[config.mk]
export PLATFORM = sky130hd
export DESIGN_NAME = spiPeriph
export DESIGN_NICKNAME = d
export VERILOG_FILES = /design/src/hdl/spiPkg.sv /design/src/hdl/spiRegs.sv /design/src/hdl/spiTxFifo.sv /design/src/hdl/spiController.sv /design/src/hdl/spiShifter.sv /design/src/hdl/spiPeriph.sv
export SDC_FILE = /design/constraint.sdc
export NUM_CORES = 1
export LEC_CHECK = 0
export ABC_AREA = 1
export CAP_MARGIN = 20
export CORE_UTILIZATION = 40
export CTS_BUF_LIST = sky130_fd_sc_hd__clkbuf_8
export CTS_CLUSTER_DIAMETER = 150
export DETAILED_ROUTE_END_ITERATION = 6
export DONT_BUFFER_PORTS = 1
export SYNTH_ARGS = -nofsm -noshare
export SYNTH_HDL_FRONTEND = slang
export SYNTH_HIERARCHICAL = 1
export SYNTH_SLANG_ARGS = --single-unit
[constraint.sdc]
create_clock -name PCLK -period 2.8 [get_ports PCLK]
set_clock_uncertainty 0.1 [all_clocks]
set_input_delay 0.42 -clock PCLK [delete_from_list [all_inputs] [get_ports PCLK]]
set_output_delay 0.42 -clock PCLK [all_outputs]
set_load 0.05 [all_outputs]
[src/hdl/spiPkg.sv]
package spiPkg;

  // Register field widths
  typedef logic [11:0] sckDivT;
  typedef logic [1:0]  sckModeT;
  typedef logic [1:0]  csModeT;
  typedef logic [15:0] delayT;
  typedef logic [7:0]  frameT;

  // APB side
  typedef logic [7:0]  apbAddrT;
  typedef logic [31:0] apbDataT;

  // Chip select modes
  localparam csModeT CsAuto = 2'b00;
  localparam csModeT CsHold = 2'b10;
  localparam csModeT CsOff  = 2'b11;

  // Register map, byte offsets
  localparam apbAddrT AddrSckDiv  = 8'h00;
  localparam apbAddrT AddrSckMode = 8'h04;
  localparam apbAddrT AddrCsMode  = 8'h18;
  localparam apbAddrT AddrDelay0  = 8'h28;
  localparam apbAddrT AddrDelay1  = 8'h2C;
  localparam apbAddrT AddrTxData  = 8'h48;
  localparam apbAddrT AddrRxData  = 8'h4C;
  localparam apbAddrT AddrStatus  = 8'h50;

  // Transmit FIFO sizing
  localparam int TxFifoDepth = 8;
  // Pointer wraps naturally, depth is a power of two
  typedef logic [$clog2(TxFifoDepth)-1:0] txPtrT;
  // One extra bit so full is representable
  typedef logic [$clog2(TxFifoDepth):0]   txCountT;

endpackage

[src/hdl/spiRegs.sv]
`timescale 1ns/10ps

module spiRegs (
  input  logic             PCLK,
  input  logic             PRESETn,
  // APB slave port
  input  logic             PSEL,
  input  logic             PENABLE,
  input  logic             PWRITE,
  input  spiPkg::apbAddrT  PADDR,
  input  spiPkg::apbDataT  PWDATA,
  output spiPkg::apbDataT  PRDATA,
  output logic             PREADY,
  // Peripheral status
  input  logic             txFull,
  input  logic             txEmpty,
  input  logic             InactiveState,
  input  spiPkg::frameT    rxByte,
  input  logic             rxDone,
  // Configuration levels
  output spiPkg::sckDivT   SckDiv,
  output spiPkg::sckModeT  SckMode,
  output spiPkg::csModeT   CsMode,
  output spiPkg::delayT    Delay0,
  output spiPkg::delayT    Delay1,
  // Transmit path
  output logic             txPush,
  output spiPkg::frameT    txPushData,
  output logic             TransmitStart,
  output logic             TransmitStartD,
  output logic             ResetSCLKenable
);

  logic          apbWrite;
  logic          apbRead;
  logic          startNow;
  logic          startWait;
  logic          rxValid;
  spiPkg::frameT rxData;

  // Zero wait states, access phase always completes
  assign PREADY   = 1'b1;
  assign apbWrite = PSEL & PENABLE & PWRITE;
  assign apbRead  = PSEL & PENABLE & ~PWRITE;

  // Push into FIFO, dropped when full
  assign txPush     = apbWrite & (PADDR == spiPkg::AddrTxData) & ~txFull;
  assign txPushData = PWDATA[7:0];
  // Restart divider whenever it changes
  assign ResetSCLKenable = apbWrite & (PADDR == spiPkg::AddrSckDiv);

  ////////////////////////////////////////////////////////////////////////////
  // Configuration registers
  ////////////////////////////////////////////////////////////////////////////

  always_ff @(posedge PCLK) begin
    if (~PRESETn) begin
      SckDiv  <= 12'd3;
      SckMode <= 2'b00;
      CsMode  <= spiPkg::CsAuto;
      Delay0  <= 16'd0;
      Delay1  <= 16'd0;
    end else if (apbWrite) begin
      case (PADDR)
        spiPkg::AddrSckDiv:  SckDiv  <= PWDATA[11:0];
        spiPkg::AddrSckMode: SckMode <= PWDATA[1:0];
        spiPkg::AddrCsMode:  CsMode  <= PWDATA[1:0];
        spiPkg::AddrDelay0:  Delay0  <= PWDATA[15:0];
        spiPkg::AddrDelay1:  Delay1  <= PWDATA[15:0];
        default: ;
      endcase
    end
  end

  ////////////////////////////////////////////////////////////////////////////
  // Start pulses
  ////////////////////////////////////////////////////////////////////////////

  // Kick an idle controller on a fresh push or on a leftover byte
  assign startNow = InactiveState & ~startWait & (txPush | ~txEmpty);

  always_ff @(posedge PCLK) begin
    if (~PRESETn) begin
      TransmitStart  <= 1'b0;
      TransmitStartD <= 1'b0;
      startWait      <= 1'b0;
    end else begin
      TransmitStart  <= startNow;
      TransmitStartD <= TransmitStart;
      // Block repeats until the controller has left idle
      if (startNow) begin
        startWait <= 1'b1;
      end else if (~InactiveState) begin
        startWait <= 1'b0;
      end
    end
  end

  ////////////////////////////////////////////////////////////////////////////
  // Receive byte and read mux
  ////////////////////////////////////////////////////////////////////////////

  // New byte wins over a clearing read
  always_ff @(posedge PCLK) begin
    if (~PRESETn) begin
      rxValid <= 1'b0;
    end else if (rxDone) begin
      rxValid <= 1'b1;
    end else if (apbRead & (PADDR == spiPkg::AddrRxData)) begin
      rxValid <= 1'b0;
    end
  end

  always_ff @(posedge PCLK) begin
    if (rxDone) begin
      rxData <= rxByte;
    end
  end

  always_comb begin
    case (PADDR)
      spiPkg::AddrSckDiv:  PRDATA = {20'd0, SckDiv};
      spiPkg::AddrSckMode: PRDATA = {30'd0, SckMode};
      spiPkg::AddrCsMode:  PRDATA = {30'd0, CsMode};
      spiPkg::AddrDelay0:  PRDATA = {16'd0, Delay0};
      spiPkg::AddrDelay1:  PRDATA = {16'd0, Delay1};
      spiPkg::AddrRxData:  PRDATA = {24'd0, rxData};
      // Full, rx valid, idle
      spiPkg::AddrStatus:  PRDATA = {29'd0, InactiveState, rxValid, txFull};
      default:             PRDATA = 32'd0;
    endcase
  end

endmodule

[src/hdl/spiTxFifo.sv]
`timescale 1ns/10ps

module spiTxFifo (
  input  logic          PCLK,
  input  logic          PRESETn,
  input  logic          txPush,
  input  spiPkg::frameT txPushData,
  input  logic          txPop,
  output spiPkg::frameT txHead,
  output logic          txEmpty,
  output logic          txFull
);

  spiPkg::frameT   mem [spiPkg::TxFifoDepth];
  spiPkg::txPtrT   wrPtr;
  spiPkg::txPtrT   rdPtr;
  spiPkg::txCountT count;
  logic            doPush;
  logic            doPop;

  // Guard against overflow and underflow
  assign doPush = txPush & ~txFull;
  assign doPop  = txPop & ~txEmpty;

  assign txEmpty = count == '0;
  assign txFull  = count == spiPkg::txCountT'(spiPkg::TxFifoDepth);
  // Head is visible before the pop
  assign txHead  = mem[rdPtr];

  // Storage
  always_ff @(posedge PCLK) begin
    if (doPush) begin
      mem[wrPtr] <= txPushData;
    end
  end

  // Pointers and occupancy
  always_ff @(posedge PCLK) begin
    if (~PRESETn) begin
      wrPtr <= '0;
      rdPtr <= '0;
      count <= '0;
    end else begin
      if (doPush) begin
        wrPtr <= wrPtr + 1'b1;
      end
      if (doPop) begin
        rdPtr <= rdPtr + 1'b1;
      end
      case ({doPush, doPop})
        2'b10:   count <= count + 1'b1;
        2'b01:   count <= count - 1'b1;
        // Both or neither, count unchanged
        default: count <= count;
      endcase
    end
  end

endmodule

[src/hdl/spiController.sv]
`timescale 1ns/10ps

module spiController (
  input  logic            PCLK,
  input  logic            PRESETn,
  // Start strobes from register block
  input  logic            TransmitStart,
  input  logic            TransmitStartD,
  input  logic            ResetSCLKenable,
  // Configuration
  input  spiPkg::sckDivT  SckDiv,
  input  spiPkg::sckModeT SckMode,
  input  spiPkg::csModeT  CsMode,
  input  spiPkg::delayT   Delay0,
  input  spiPkg::delayT   Delay1,
  input  logic            txEmpty,
  // Timing outputs
  output logic            SCLKenable,
  output logic            ShiftEdge,
  output logic            SampleEdge,
  output logic            EndOfFrame,
  output logic            EndOfFrameDelay,
  output logic            Transmitting,
  output logic            InactiveState,
  output logic            SPICLK,
  output logic            txPop
);

  typedef enum logic [2:0] {
    StInactive, StCsSck, StTransmit, StSckCs, StHold, StInterCs, StInterXfr
  } stateT;

  stateT          currState;
  stateT          nextState;
  spiPkg::sckDivT divCounter;
  // Half-rate clock for delay counting, never driven out
  logic           sck;
  logic [3:0]     edgeCnt;
  logic           lastEdge;
  logic           sampleNow;
  logic           shiftNow;
  logic           startAccept;
  logic           startPend;
  logic           startReq;
  logic           moreData;
  logic           holdMode;
  logic [7:0]     csSck;
  logic [7:0]     sckCs;
  logic [7:0]     interCs;
  logic [7:0]     interXfr;
  logic [7:0]     delayCnt;
  logic [7:0]     delayTarget;
  logic           delayDone;

  // Delay fields
  assign csSck    = Delay0[7:0];
  assign sckCs    = Delay0[15:8];
  assign interCs  = Delay1[7:0];
  assign interXfr = Delay1[15:8];

  assign holdMode = CsMode == spiPkg::CsHold;

  // Starts are honoured only from idle
  assign startAccept = TransmitStart & (currState == StInactive);
  assign startReq    = startPend | (TransmitStartD & (currState == StInactive));

  ////////////////////////////////////////////////////////////////////////////
  // Divider and SPICLK
  ////////////////////////////////////////////////////////////////////////////

  assign SCLKenable = divCounter == SckDiv;
  // 16 edges per frame, even index is the leading edge
  assign lastEdge   = edgeCnt == 4'd15;
  assign EndOfFrame = Transmitting & SCLKenable & lastEdge;

  // Sample when edge parity matches CPHA, shift on the other edge
  assign sampleNow = Transmitting & SCLKenable & (edgeCnt[0] == SckMode[0]);
  // No shift before first bit or after last bit
  assign shiftNow  = Transmitting & SCLKenable & (edgeCnt[0] != SckMode[0]) &
                     ~lastEdge & (edgeCnt != 4'd0);

  always_ff @(posedge PCLK) begin
    if (~PRESETn) begin
      divCounter <= '0;
      SPICLK     <= SckMode[1];
      sck        <= 1'b0;
      edgeCnt    <= 4'd0;
      startPend  <= 1'b0;
      moreData   <= 1'b0;
    end else begin
      if (SCLKenable | startAccept | ResetSCLKenable) begin
        divCounter <= '0;
      end else begin
        divCounter <= divCounter + 1'b1;
      end

      if (startAccept) begin
        sck <= 1'b0;
      end else if (SCLKenable) begin
        sck <= ~sck;
      end

      // Idle level outside transmit, 16 toggles bring it back
      if (~Transmitting) begin
        SPICLK <= SckMode[1];
      end else if (SCLKenable) begin
        SPICLK <= ~SPICLK;
      end

      if (~Transmitting) begin
        edgeCnt <= 4'd0;
      end else if (SCLKenable) begin
        edgeCnt <= edgeCnt + 4'd1;
      end

      // Hold the start request until the next divider tick
      if (SCLKenable) begin
        startPend <= 1'b0;
      end else if (TransmitStartD & (currState == StInactive)) begin
        startPend <= 1'b1;
      end

      // Byte popped at frame end still needs sending
      if (EndOfFrame) begin
        moreData <= ~txEmpty;
      end
    end
  end

  // Strobes centred between rising edges
  always_ff @(negedge PCLK) begin
    if (~PRESETn | startAccept) begin
      ShiftEdge       <= 1'b0;
      SampleEdge      <= 1'b0;
      EndOfFrameDelay <= 1'b0;
    end else begin
      ShiftEdge       <= shiftNow;
      SampleEdge      <= sampleNow;
      EndOfFrameDelay <= EndOfFrame;
    end
  end

  // Load on start, reload at frame end when more is queued
  assign txPop = startAccept | (EndOfFrameDelay & ~txEmpty);

  ////////////////////////////////////////////////////////////////////////////
  // Delay counter
  ////////////////////////////////////////////////////////////////////////////

  always_comb begin
    case (currState)
      StCsSck:    delayTarget = csSck;
      StSckCs:    delayTarget = sckCs;
      StInterCs:  delayTarget = interCs;
      StInterXfr: delayTarget = interXfr;
      default:    delayTarget = 8'd0;
    endcase
  end

  // One unit is a full sck period
  assign delayDone = ~sck & (delayCnt == delayTarget);

  always_ff @(posedge PCLK) begin
    if (~PRESETn) begin
      delayCnt <= 8'd0;
    end else if (SCLKenable) begin
      if (nextState != currState) begin
        delayCnt <= 8'd0;
      end else if (sck & (delayTarget != 8'd0)) begin
        delayCnt <= delayCnt + 8'd1;
      end
    end
  end

  ////////////////////////////////////////////////////////////////////////////
  // Chip select FSM
  ////////////////////////////////////////////////////////////////////////////

  always_ff @(posedge PCLK) begin
    if (~PRESETn) begin
      currState <= StInactive;
    end else if (SCLKenable) begin
      currState <= nextState;
    end
  end

  always_comb begin
    nextState = currState;
    case (currState)
      StInactive: begin
        if (startReq) begin
          nextState = (csSck != 8'd0) ? StCsSck : StTransmit;
        end
      end
      StCsSck: begin
        if (delayDone) nextState = StTransmit;
      end
      StTransmit: begin
        if (EndOfFrame) begin
          if (holdMode) begin
            // CS stays low between and after frames
            if (txEmpty) nextState = StHold;
            else if (interXfr != 8'd0) nextState = StInterXfr;
          end else if (sckCs != 8'd0) begin
            nextState = StSckCs;
          end else if (txEmpty) begin
            nextState = StInactive;
          end else if (interCs != 8'd0) begin
            nextState = StInterCs;
          end
        end
      end
      StSckCs: begin
        if (delayDone) begin
          if (~moreData) nextState = StInactive;
          else if (interCs != 8'd0) nextState = StInterCs;
          else nextState = StTransmit;
        end
      end
      StHold: begin
        if (~holdMode) nextState = StInactive;
      end
      StInterCs: begin
        if (delayDone) nextState = (csSck != 8'd0) ? StCsSck : StTransmit;
      end
      StInterXfr: begin
        if (delayDone) nextState = StTransmit;
      end
      default: nextState = StInactive;
    endcase
  end

  assign Transmitting  = currState == StTransmit;
  // CS released while idle and during the inter-cs gap
  assign InactiveState = (currState == StInactive) | (currState == StInterCs);

endmodule

[src/hdl/spiShifter.sv]
`timescale 1ns/10ps

module spiShifter (
  input  logic          PCLK,
  input  logic          PRESETn,
  // Transmit load
  input  logic          txPop,
  input  spiPkg::frameT txHead,
  // Strobes from the controller
  input  logic          ShiftEdge,
  input  logic          SampleEdge,
  input  logic          EndOfFrameDelay,
  input  logic          Transmitting,
  // Pins
  input  logic          SPIIN,
  output logic          SPIOUT,
  // Received frame
  output spiPkg::frameT rxByte,
  output logic          rxDone
);

  spiPkg::frameT txReg;
  spiPkg::frameT rxReg;
  spiPkg::frameT rxNext;
  logic          doShift;
  logic          doSample;

  assign doShift  = ShiftEdge & Transmitting;
  assign doSample = SampleEdge & Transmitting;

  // MSB first
  assign SPIOUT = txReg[7];
  assign rxNext = {rxReg[6:0], SPIIN};

  // Transmit shift register, cleared so the pin idles low
  always_ff @(posedge PCLK) begin
    if (~PRESETn) begin
      txReg <= '0;
    end else if (txPop) begin
      txReg <= txHead;
    end else if (doShift) begin
      txReg <= {txReg[6:0], 1'b0};
    end
  end

  // Receive shift register
  always_ff @(posedge PCLK) begin
    if (doSample) begin
      rxReg <= rxNext;
    end
  end

  // Last sample can land on the frame end edge
  always_ff @(posedge PCLK) begin
    if (EndOfFrameDelay) begin
      rxByte <= doSample ? rxNext : rxReg;
    end
  end

  always_ff @(posedge PCLK) begin
    if (~PRESETn) begin
      rxDone <= 1'b0;
    end else begin
      rxDone <= EndOfFrameDelay;
    end
  end

endmodule

[src/hdl/spiPeriph.sv]
`timescale 1ns/10ps

module spiPeriph (
  input  logic            PCLK,
  input  logic            PRESETn,
  // APB
  input  logic            PSEL,
  input  logic            PENABLE,
  input  logic            PWRITE,
  input  spiPkg::apbAddrT PADDR,
  input  spiPkg::apbDataT PWDATA,
  output spiPkg::apbDataT PRDATA,
  output logic            PREADY,
  // SPI pins
  input  logic            SPIIN,
  output logic            SPICLK,
  output logic            SPIOUT,
  output logic            SPICS
);

  spiPkg::sckDivT  sckDiv;
  spiPkg::sckModeT sckMode;
  spiPkg::csModeT  csMode;
  spiPkg::delayT   delay0;
  spiPkg::delayT   delay1;
  spiPkg::frameT   txPushData;
  spiPkg::frameT   txHead;
  spiPkg::frameT   rxByte;
  logic            txPush;
  logic            txPop;
  logic            txEmpty;
  logic            txFull;
  logic            transmitStart;
  logic            transmitStartD;
  logic            resetSclkEnable;
  logic            shiftEdge;
  logic            sampleEdge;
  logic            endOfFrameDelay;
  logic            transmitting;
  logic            inactiveState;
  logic            rxDone;

  // Single active-low chip select
  assign SPICS = inactiveState;

  spiRegs spiRegs_i (
    .PCLK, .PRESETn, .PSEL, .PENABLE, .PWRITE, .PADDR, .PWDATA, .PRDATA, .PREADY,
    .txFull, .txEmpty, .InactiveState(inactiveState), .rxByte, .rxDone,
    .SckDiv(sckDiv), .SckMode(sckMode), .CsMode(csMode), .Delay0(delay0),
    .Delay1(delay1), .txPush, .txPushData, .TransmitStart(transmitStart),
    .TransmitStartD(transmitStartD), .ResetSCLKenable(resetSclkEnable)
  );

  spiTxFifo spiTxFifo_i (
    .PCLK, .PRESETn, .txPush, .txPushData, .txPop, .txHead, .txEmpty, .txFull
  );

  // Divider tick and undelayed frame end stay internal
  spiController spiController_i (
    .PCLK, .PRESETn, .TransmitStart(transmitStart), .TransmitStartD(transmitStartD),
    .ResetSCLKenable(resetSclkEnable), .SckDiv(sckDiv), .SckMode(sckMode),
    .CsMode(csMode), .Delay0(delay0), .Delay1(delay1), .txEmpty,
    .SCLKenable(), .ShiftEdge(shiftEdge), .SampleEdge(sampleEdge), .EndOfFrame(),
    .EndOfFrameDelay(endOfFrameDelay), .Transmitting(transmitting),
    .InactiveState(inactiveState), .SPICLK, .txPop
  );

  spiShifter spiShifter_i (
    .PCLK, .PRESETn, .txPop, .txHead, .ShiftEdge(shiftEdge), .SampleEdge(sampleEdge),
    .EndOfFrameDelay(endOfFrameDelay), .Transmitting(transmitting), .SPIIN, .SPIOUT,
    .rxByte, .rxDone
  );

endmodule

### Word-level counts from Yosys, hierarchy flattened

Memory sizes are Yosys's and may differ from the RTL's. A register that Yosys moved wholly into a read port is not among the register bits.
Cells that the tools add are included.

| storage, ports and cells | value |
|---|---|
| flip-flop bits (word level) | 129 |
| latch bits | 0 |
| RAM bits | 64 |
| memory bits (read-only) | 0 |
| output and inout bits | 36 |
| word-level logic and storage cells | 159 |
| memories | 1 |

Memories:

| memory | words | bits a word | rd ports | clocked after memory_dff | write ports | line | text |
|---|---|---|---|---|---|---|---|
| spiTxFifo_i.mem | 8 | 8 | 1 | 1 | 1 | spiTxFifo.sv:14 | `spiPkg::frameT mem [spiPkg::TxFifoDepth];` |

| operators by class | value |
|---|---|
| add/sub/neg operators | 7 |
| $mul | 0 |
| div/mod/pow operators | 0 |
| $lt $le $gt $ge | 0 |
| equal/unequal tests | 25 |
| shift operators | 0 |
| muxes and demuxes | 35 |
| bitwise operators | 39 |
| reduce and logical (&&, ||, !) cells | 24 |

Operators with widths:

| kind | count |
|---|---|
| 16-bit case mux with 7 select lines | 1 |
| 3-bit 2-to-1 mux | 16 |
| 8-bit 2-to-1 mux | 5 |
| 8-bit nonzero test | 5 |
| 8-bit case mux with 4 select lines | 1 |
| 1-bit AND | 24 |
| 8-bit by 7-bit == test with 1-bit output (second input constant) | 3 |
| 3-bit case mux with 6 select lines | 1 |
| 8-bit by 6-bit == test with 1-bit output (second input constant) | 2 |
| 2-bit AND reduction | 7 |
| 12-bit by 1-bit adder with 12-bit output (second input constant) | 1 |
| 12-bit == test | 1 |
| 3-bit == test (second input constant) | 3 |
| 1-bit 2-to-1 mux | 9 |
| 4-bit by 1-bit adder with 4-bit output (second input constant) | 2 |
| 8-bit by 1-bit adder with 8-bit output (second input constant) | 1 |
| 4-bit == test (second input constant) | 2 |
| 8-bit by 3-bit == test with 1-bit output (second input constant) | 1 |
| 8-bit by 5-bit == test with 1-bit output (second input constant) | 1 |
| 8-bit == test | 1 |
| 8-bit logical NOT | 1 |
| 1-bit NOT | 8 |
| 4-bit case mux with 2 select lines | 1 |
| 2-bit nonzero test | 4 |
| 17 further kinds | 29 |

### Logic depth before layout (Yosys ltp)

| logic depth | value |
|---|---|
| word-level depth | 10 |
| mapped depth | 25 |
| mapped depth without buffers | 24 |

### By module

Netlist, hierarchy kept.

Modules (own cells, without submodules):

| module | instances | cells an instance | area an instance (sq um) | seq. area each (sq um) |
|---|---|---|---|---|
| spiRegs | 1 | 509 | 3255.6 | 1281.2 |
| spiTxFifo | 1 | 275 | 3178.0 | 2182.1 |
| spiController | 1 | 436 | 2661.3 | 690.7 |
| spiShifter | 1 | 104 | 960.9 | 580.6 |

==> impl_metrics.py <==
metrics = {
    "status": {
        "outcome": "complete, but fails checks",
        "violations": "setup timing",
    },
    "die": {
        "die_h_um": 161,
        "dieArea_um2": 25800,
        "start_util_pct": 41.1,
        "die_w_um": 161,
        "num_rows": 57,
        "ioPinCount": 82,
        "core_um2": 24500,
    },
    "drt": {
        "postRouteAntennaNets": 0,
        "finalWirelength_mm": 25.3,
        "drtPass1Iterations": 5,
        "drc": 0,
        "vias": 8542,
        "post_drt_wl_per_cell_um": 14.5,
        "via_per_inst": 4.90,
        "drt_iter0_markers": 802,
    },
    "worst_hold_path": {
        "hold_path.class": "in -> reg",
    },
    "clocking": {
        "clkLatencyLatePin_ns": 0.48,
        "path_clk_slew_ns": 0.13,
        "htree_levels": 4,
        "cts_buffers": 17,
        "clkSinkCount": 196,
        "cts_tree": "yes",
        "clockBufferDepth": 2,
        "cts-root-buf": "clkbuf_8",
    },
    "yosys": {
        "yosys.area.top_type": "edfxtp_1",
        "synth_top_family_by_area": "simple AND/OR/NAND/NOR gates",
        "synth.distinct_cells": 50,
        "synth_fa_ha_area_share_pct": 1.12,
        "synth_cells": 1324,
        "synth_xor_xnor_area_share_pct": 1.74,
        "netlist_area_um2": 10100,
        "yosysTopAreaCellShare_pct": 24.2,
        "synthTopCellsByArea": "edfxtp_1 24%, dfxtp_1 23%, nand2_1 12%, nor2_1 7.7%, nand3_1 5.7%",
        "yosysSeqAreaShare_pct": 47.1,
        "synthArstFlopShare_pct": 0,
        "ys_warn_count": 6,
        "ys_ff_latch": 196,
        "ys.flop_type": "dfxtp_1",
        "yosysMostFrequentCell": "nand2_1",
        "synth_edf_count": 81,
        "synth_compound_area_share_pct": 7.14,
        "synthMuxAreaShare_pct": 0.796,
        "synth-simple-area-share_pct": 30.9,
        "ys_top_cells_by_count": "326 x nand2_1, 205 x nor2_1, 145 x inv_1",
        "syn_area_per_cell_um2": 7.60,
    },
    "global_routing": {
        "antenna_found_initial": 0,
        "grt_max_degree": 62,
        "grt_overflow_total": 0,
        "grt_pass1_vias": 7841,
        "globalRouteTotalUtil_pct": 20.1,
        "grt_pass1_wl_mm": 41.0,
    },
    "final_layout": {
        "drive_above_1_share_pct": 14.7,
        "final_area_um2": 11600,
        "area_delta_synth_final_pct": 15.4,
        "n_antenna_cell": 0,
        "nets": 1460,
    },
    "setup_path": {
        "path_cells": "nand2_2, nand2_2, nand2_2, inv_4, ha_4, nand2_4, inv_4, nor2_4, ha_4, a21oi_2, xnor2_1, o21ai_1, inv_1",
        "worstSetupStartpointType": "flip-flop",
        "max_stage_delay_ns": 0.33,
        "crit_arrival_ns": 3.35,
        "path_class": "reg -> reg",
        "critPathMaxFanout": 3,
        "worst_path_max_delay_cell": "dfxtp_4",
        "endpoint_kind": "flip-flop",
        "cpMostUsedCell": "nand2_2",
        "critPathTopFamily": "simple AND/OR/NAND/NOR gates",
        "critical_path_required_ns": 3.07,
        "cp_num_buf_inv": 3,
    },
    "sta": {
        "setup_tns_ns": -0.822,
        "slew_violations": 0,
        "hold_viol": 0,
        "slew_headroom_pct": 50.7,
        "tightest_slew_ns": 0.732,
        "finalSetupViolCount": 7,
        "setup_ws_ns": -0.275,
        "holdWs_ns": 0.0478,
        "rsz0062_at_grt": "true",
    },
    "placement": {
        "port_buffers": 0,
        "placed_area_um2": 10700,
        "hpwl_mm": 17.7,
        "dp_slack_ns": -0.293,
        "routabilityCongestion": 0.899,
    },
    "power": {
        "power_density_nw_per_um2": 482,
        "power.leakage_nw": 5.13,
        "ir_drop_mv": 0.274,
    },
    "run": {
        "drv_cap": 0,
    },
}
final timing paths:
path | endpoint | slack, ns | depth (start not counted) | startpoint
setup / recovery | spiTxFifo_i/count[2] | -0.28 | 13 | spiController_i/EndOfFrameDelay
setup reg to reg | spiTxFifo_i/count[2] | -0.28 | 13 | spiController_i/EndOfFrameDelay
hold / removal | spiRegs_i/Delay1[15] | 0.05 | 4 | PWDATA[15]
hold reg to reg | spiRegs_i/rxData[2] | 0.33 | 0 | spiShifter_i/rxByte[2]
cells by family (layout without fill, tap and decap cells):
| kind of cell | after synthesis | count (layout) |
|---|---|---|
| DFF | 196 | 196 |
| other | 2 | 17 |
| muxes | 8 | 8 |
| xor gates and xnor gates | 20 | 20 |
| and+or+nand+nor | 721 | 722 |
| adders and majority gates | 9 | 9 |
| buffers and inverters | 236 | 314 |
| AOI/OAI and AO/OA | 132 | 132 |
placed cells by master (no fill, tap or decap), types with 7 or more instances in the layout:
cell             n
o21ai_0         31
nand2_2         17
nor2_1         201
buf_4           88
xnor2_1         11
edfxtp_1        81
nand2_1        317
inv_1          146
mux2i_1          8
conb_1          17
nand3_2          7
xor2_1           9
nor3_1           7
o22ai_1         12
a21oi_1         37
nand3_1        110
clkbuf_8        17
dlygate4sd3_1   21
nor2_4           8
dfxtp_1        108
o21ai_1         30
inv_2           14
nand4_1         30
final cells by class:
| type | count | area [um^2] |
|---|---|---|
| well taps | 324 | 405 |
| fillers | 2440 | 12900 |
| inverters | 165 | 641 |
| multi-input cells | 908 | 4420 |
| repair buffers | 114 | 961 |
| flip-flops and latches | 196 | 4750 |
| clock buffers | 17 | 234 |
| clock inverters | 18 | 195 |
routing by layer:
| metal | part of all wire [%] | track usage, % |
|---|---|---|
| met5 | 0 | 0 |
| met4 | 0.96 | 4.59 |
| met3 | 5.6 | 3.28 |
| met2 | 45 | 31.6 |
| met1 | 49 | 28.9 |
state kept, by name, summed over array words and instances (netlist names), 2 cells and up, named ones only:
| name | flops |
|---|---|
| spiRegs_i/SckMode | 2 |
| spiShifter_i/rxByte | 8 |
| spiRegs_i/CsMode | 2 |
| spiRegs_i/Delay0 | 16 |
| spiRegs_i/SckDiv | 12 |
| spiTxFifo_i/mem | 64 |
| spiRegs_i/Delay1 | 16 |
| spiShifter_i/txReg | 8 |
| spiController_i/delayCnt | 8 |
| spiController_i/edgeCnt | 4 |
| spiTxFifo_i/count | 4 |
| spiShifter_i/rxReg | 8 |
| spiTxFifo_i/wrPtr | 3 |
| spiTxFifo_i/rdPtr | 3 |
| spiRegs_i/rxData | 8 |
| spiController_i/currState | 3 |
| spiController_i/divCounter | 12 |
timing repair:
item | in CTS | in global routing
gates cloned | 0 | 1
pin swaps | 6 | 13
hold buffers | 22 | 0
hold endpoints to repair | 130 | 0
resized for setup | 8 | 30
setup endpoints to repair | 8 | 15
buffers inserted | 4 | 4
stage by stage:
step                instances  utilization, %  power, mW
global placement         1677            43.9       3.64
global route             1742            47.4       5.83
CTS                      1737            46.8       5.59
floorplan                1339               -       3.54
finish                   1742            47.4       5.60
detailed placement       1677            43.9       3.65
worst reg2reg max path, cell delays in order, from the launching register on:
cell     delay [ns]
dfxtp_4        0.33
nand2_2        0.06
nand2_2        0.06
nand2_2        0.09
inv_4          0.05
ha_4           0.17
nand2_4        0.07
inv_4          0.04
nor2_4         0.14
ha_4           0.14
a21oi_2        0.03
xnor2_1        0.13
o21ai_1        0.13
inv_1          0.04
power by group:
part,switching [mW],internal (mW)
combinational,0.457,0.240
clock,1.19,0.700
sequential,0.0244,2.98
No activity file was read; power rests on OpenSTA's default activity.
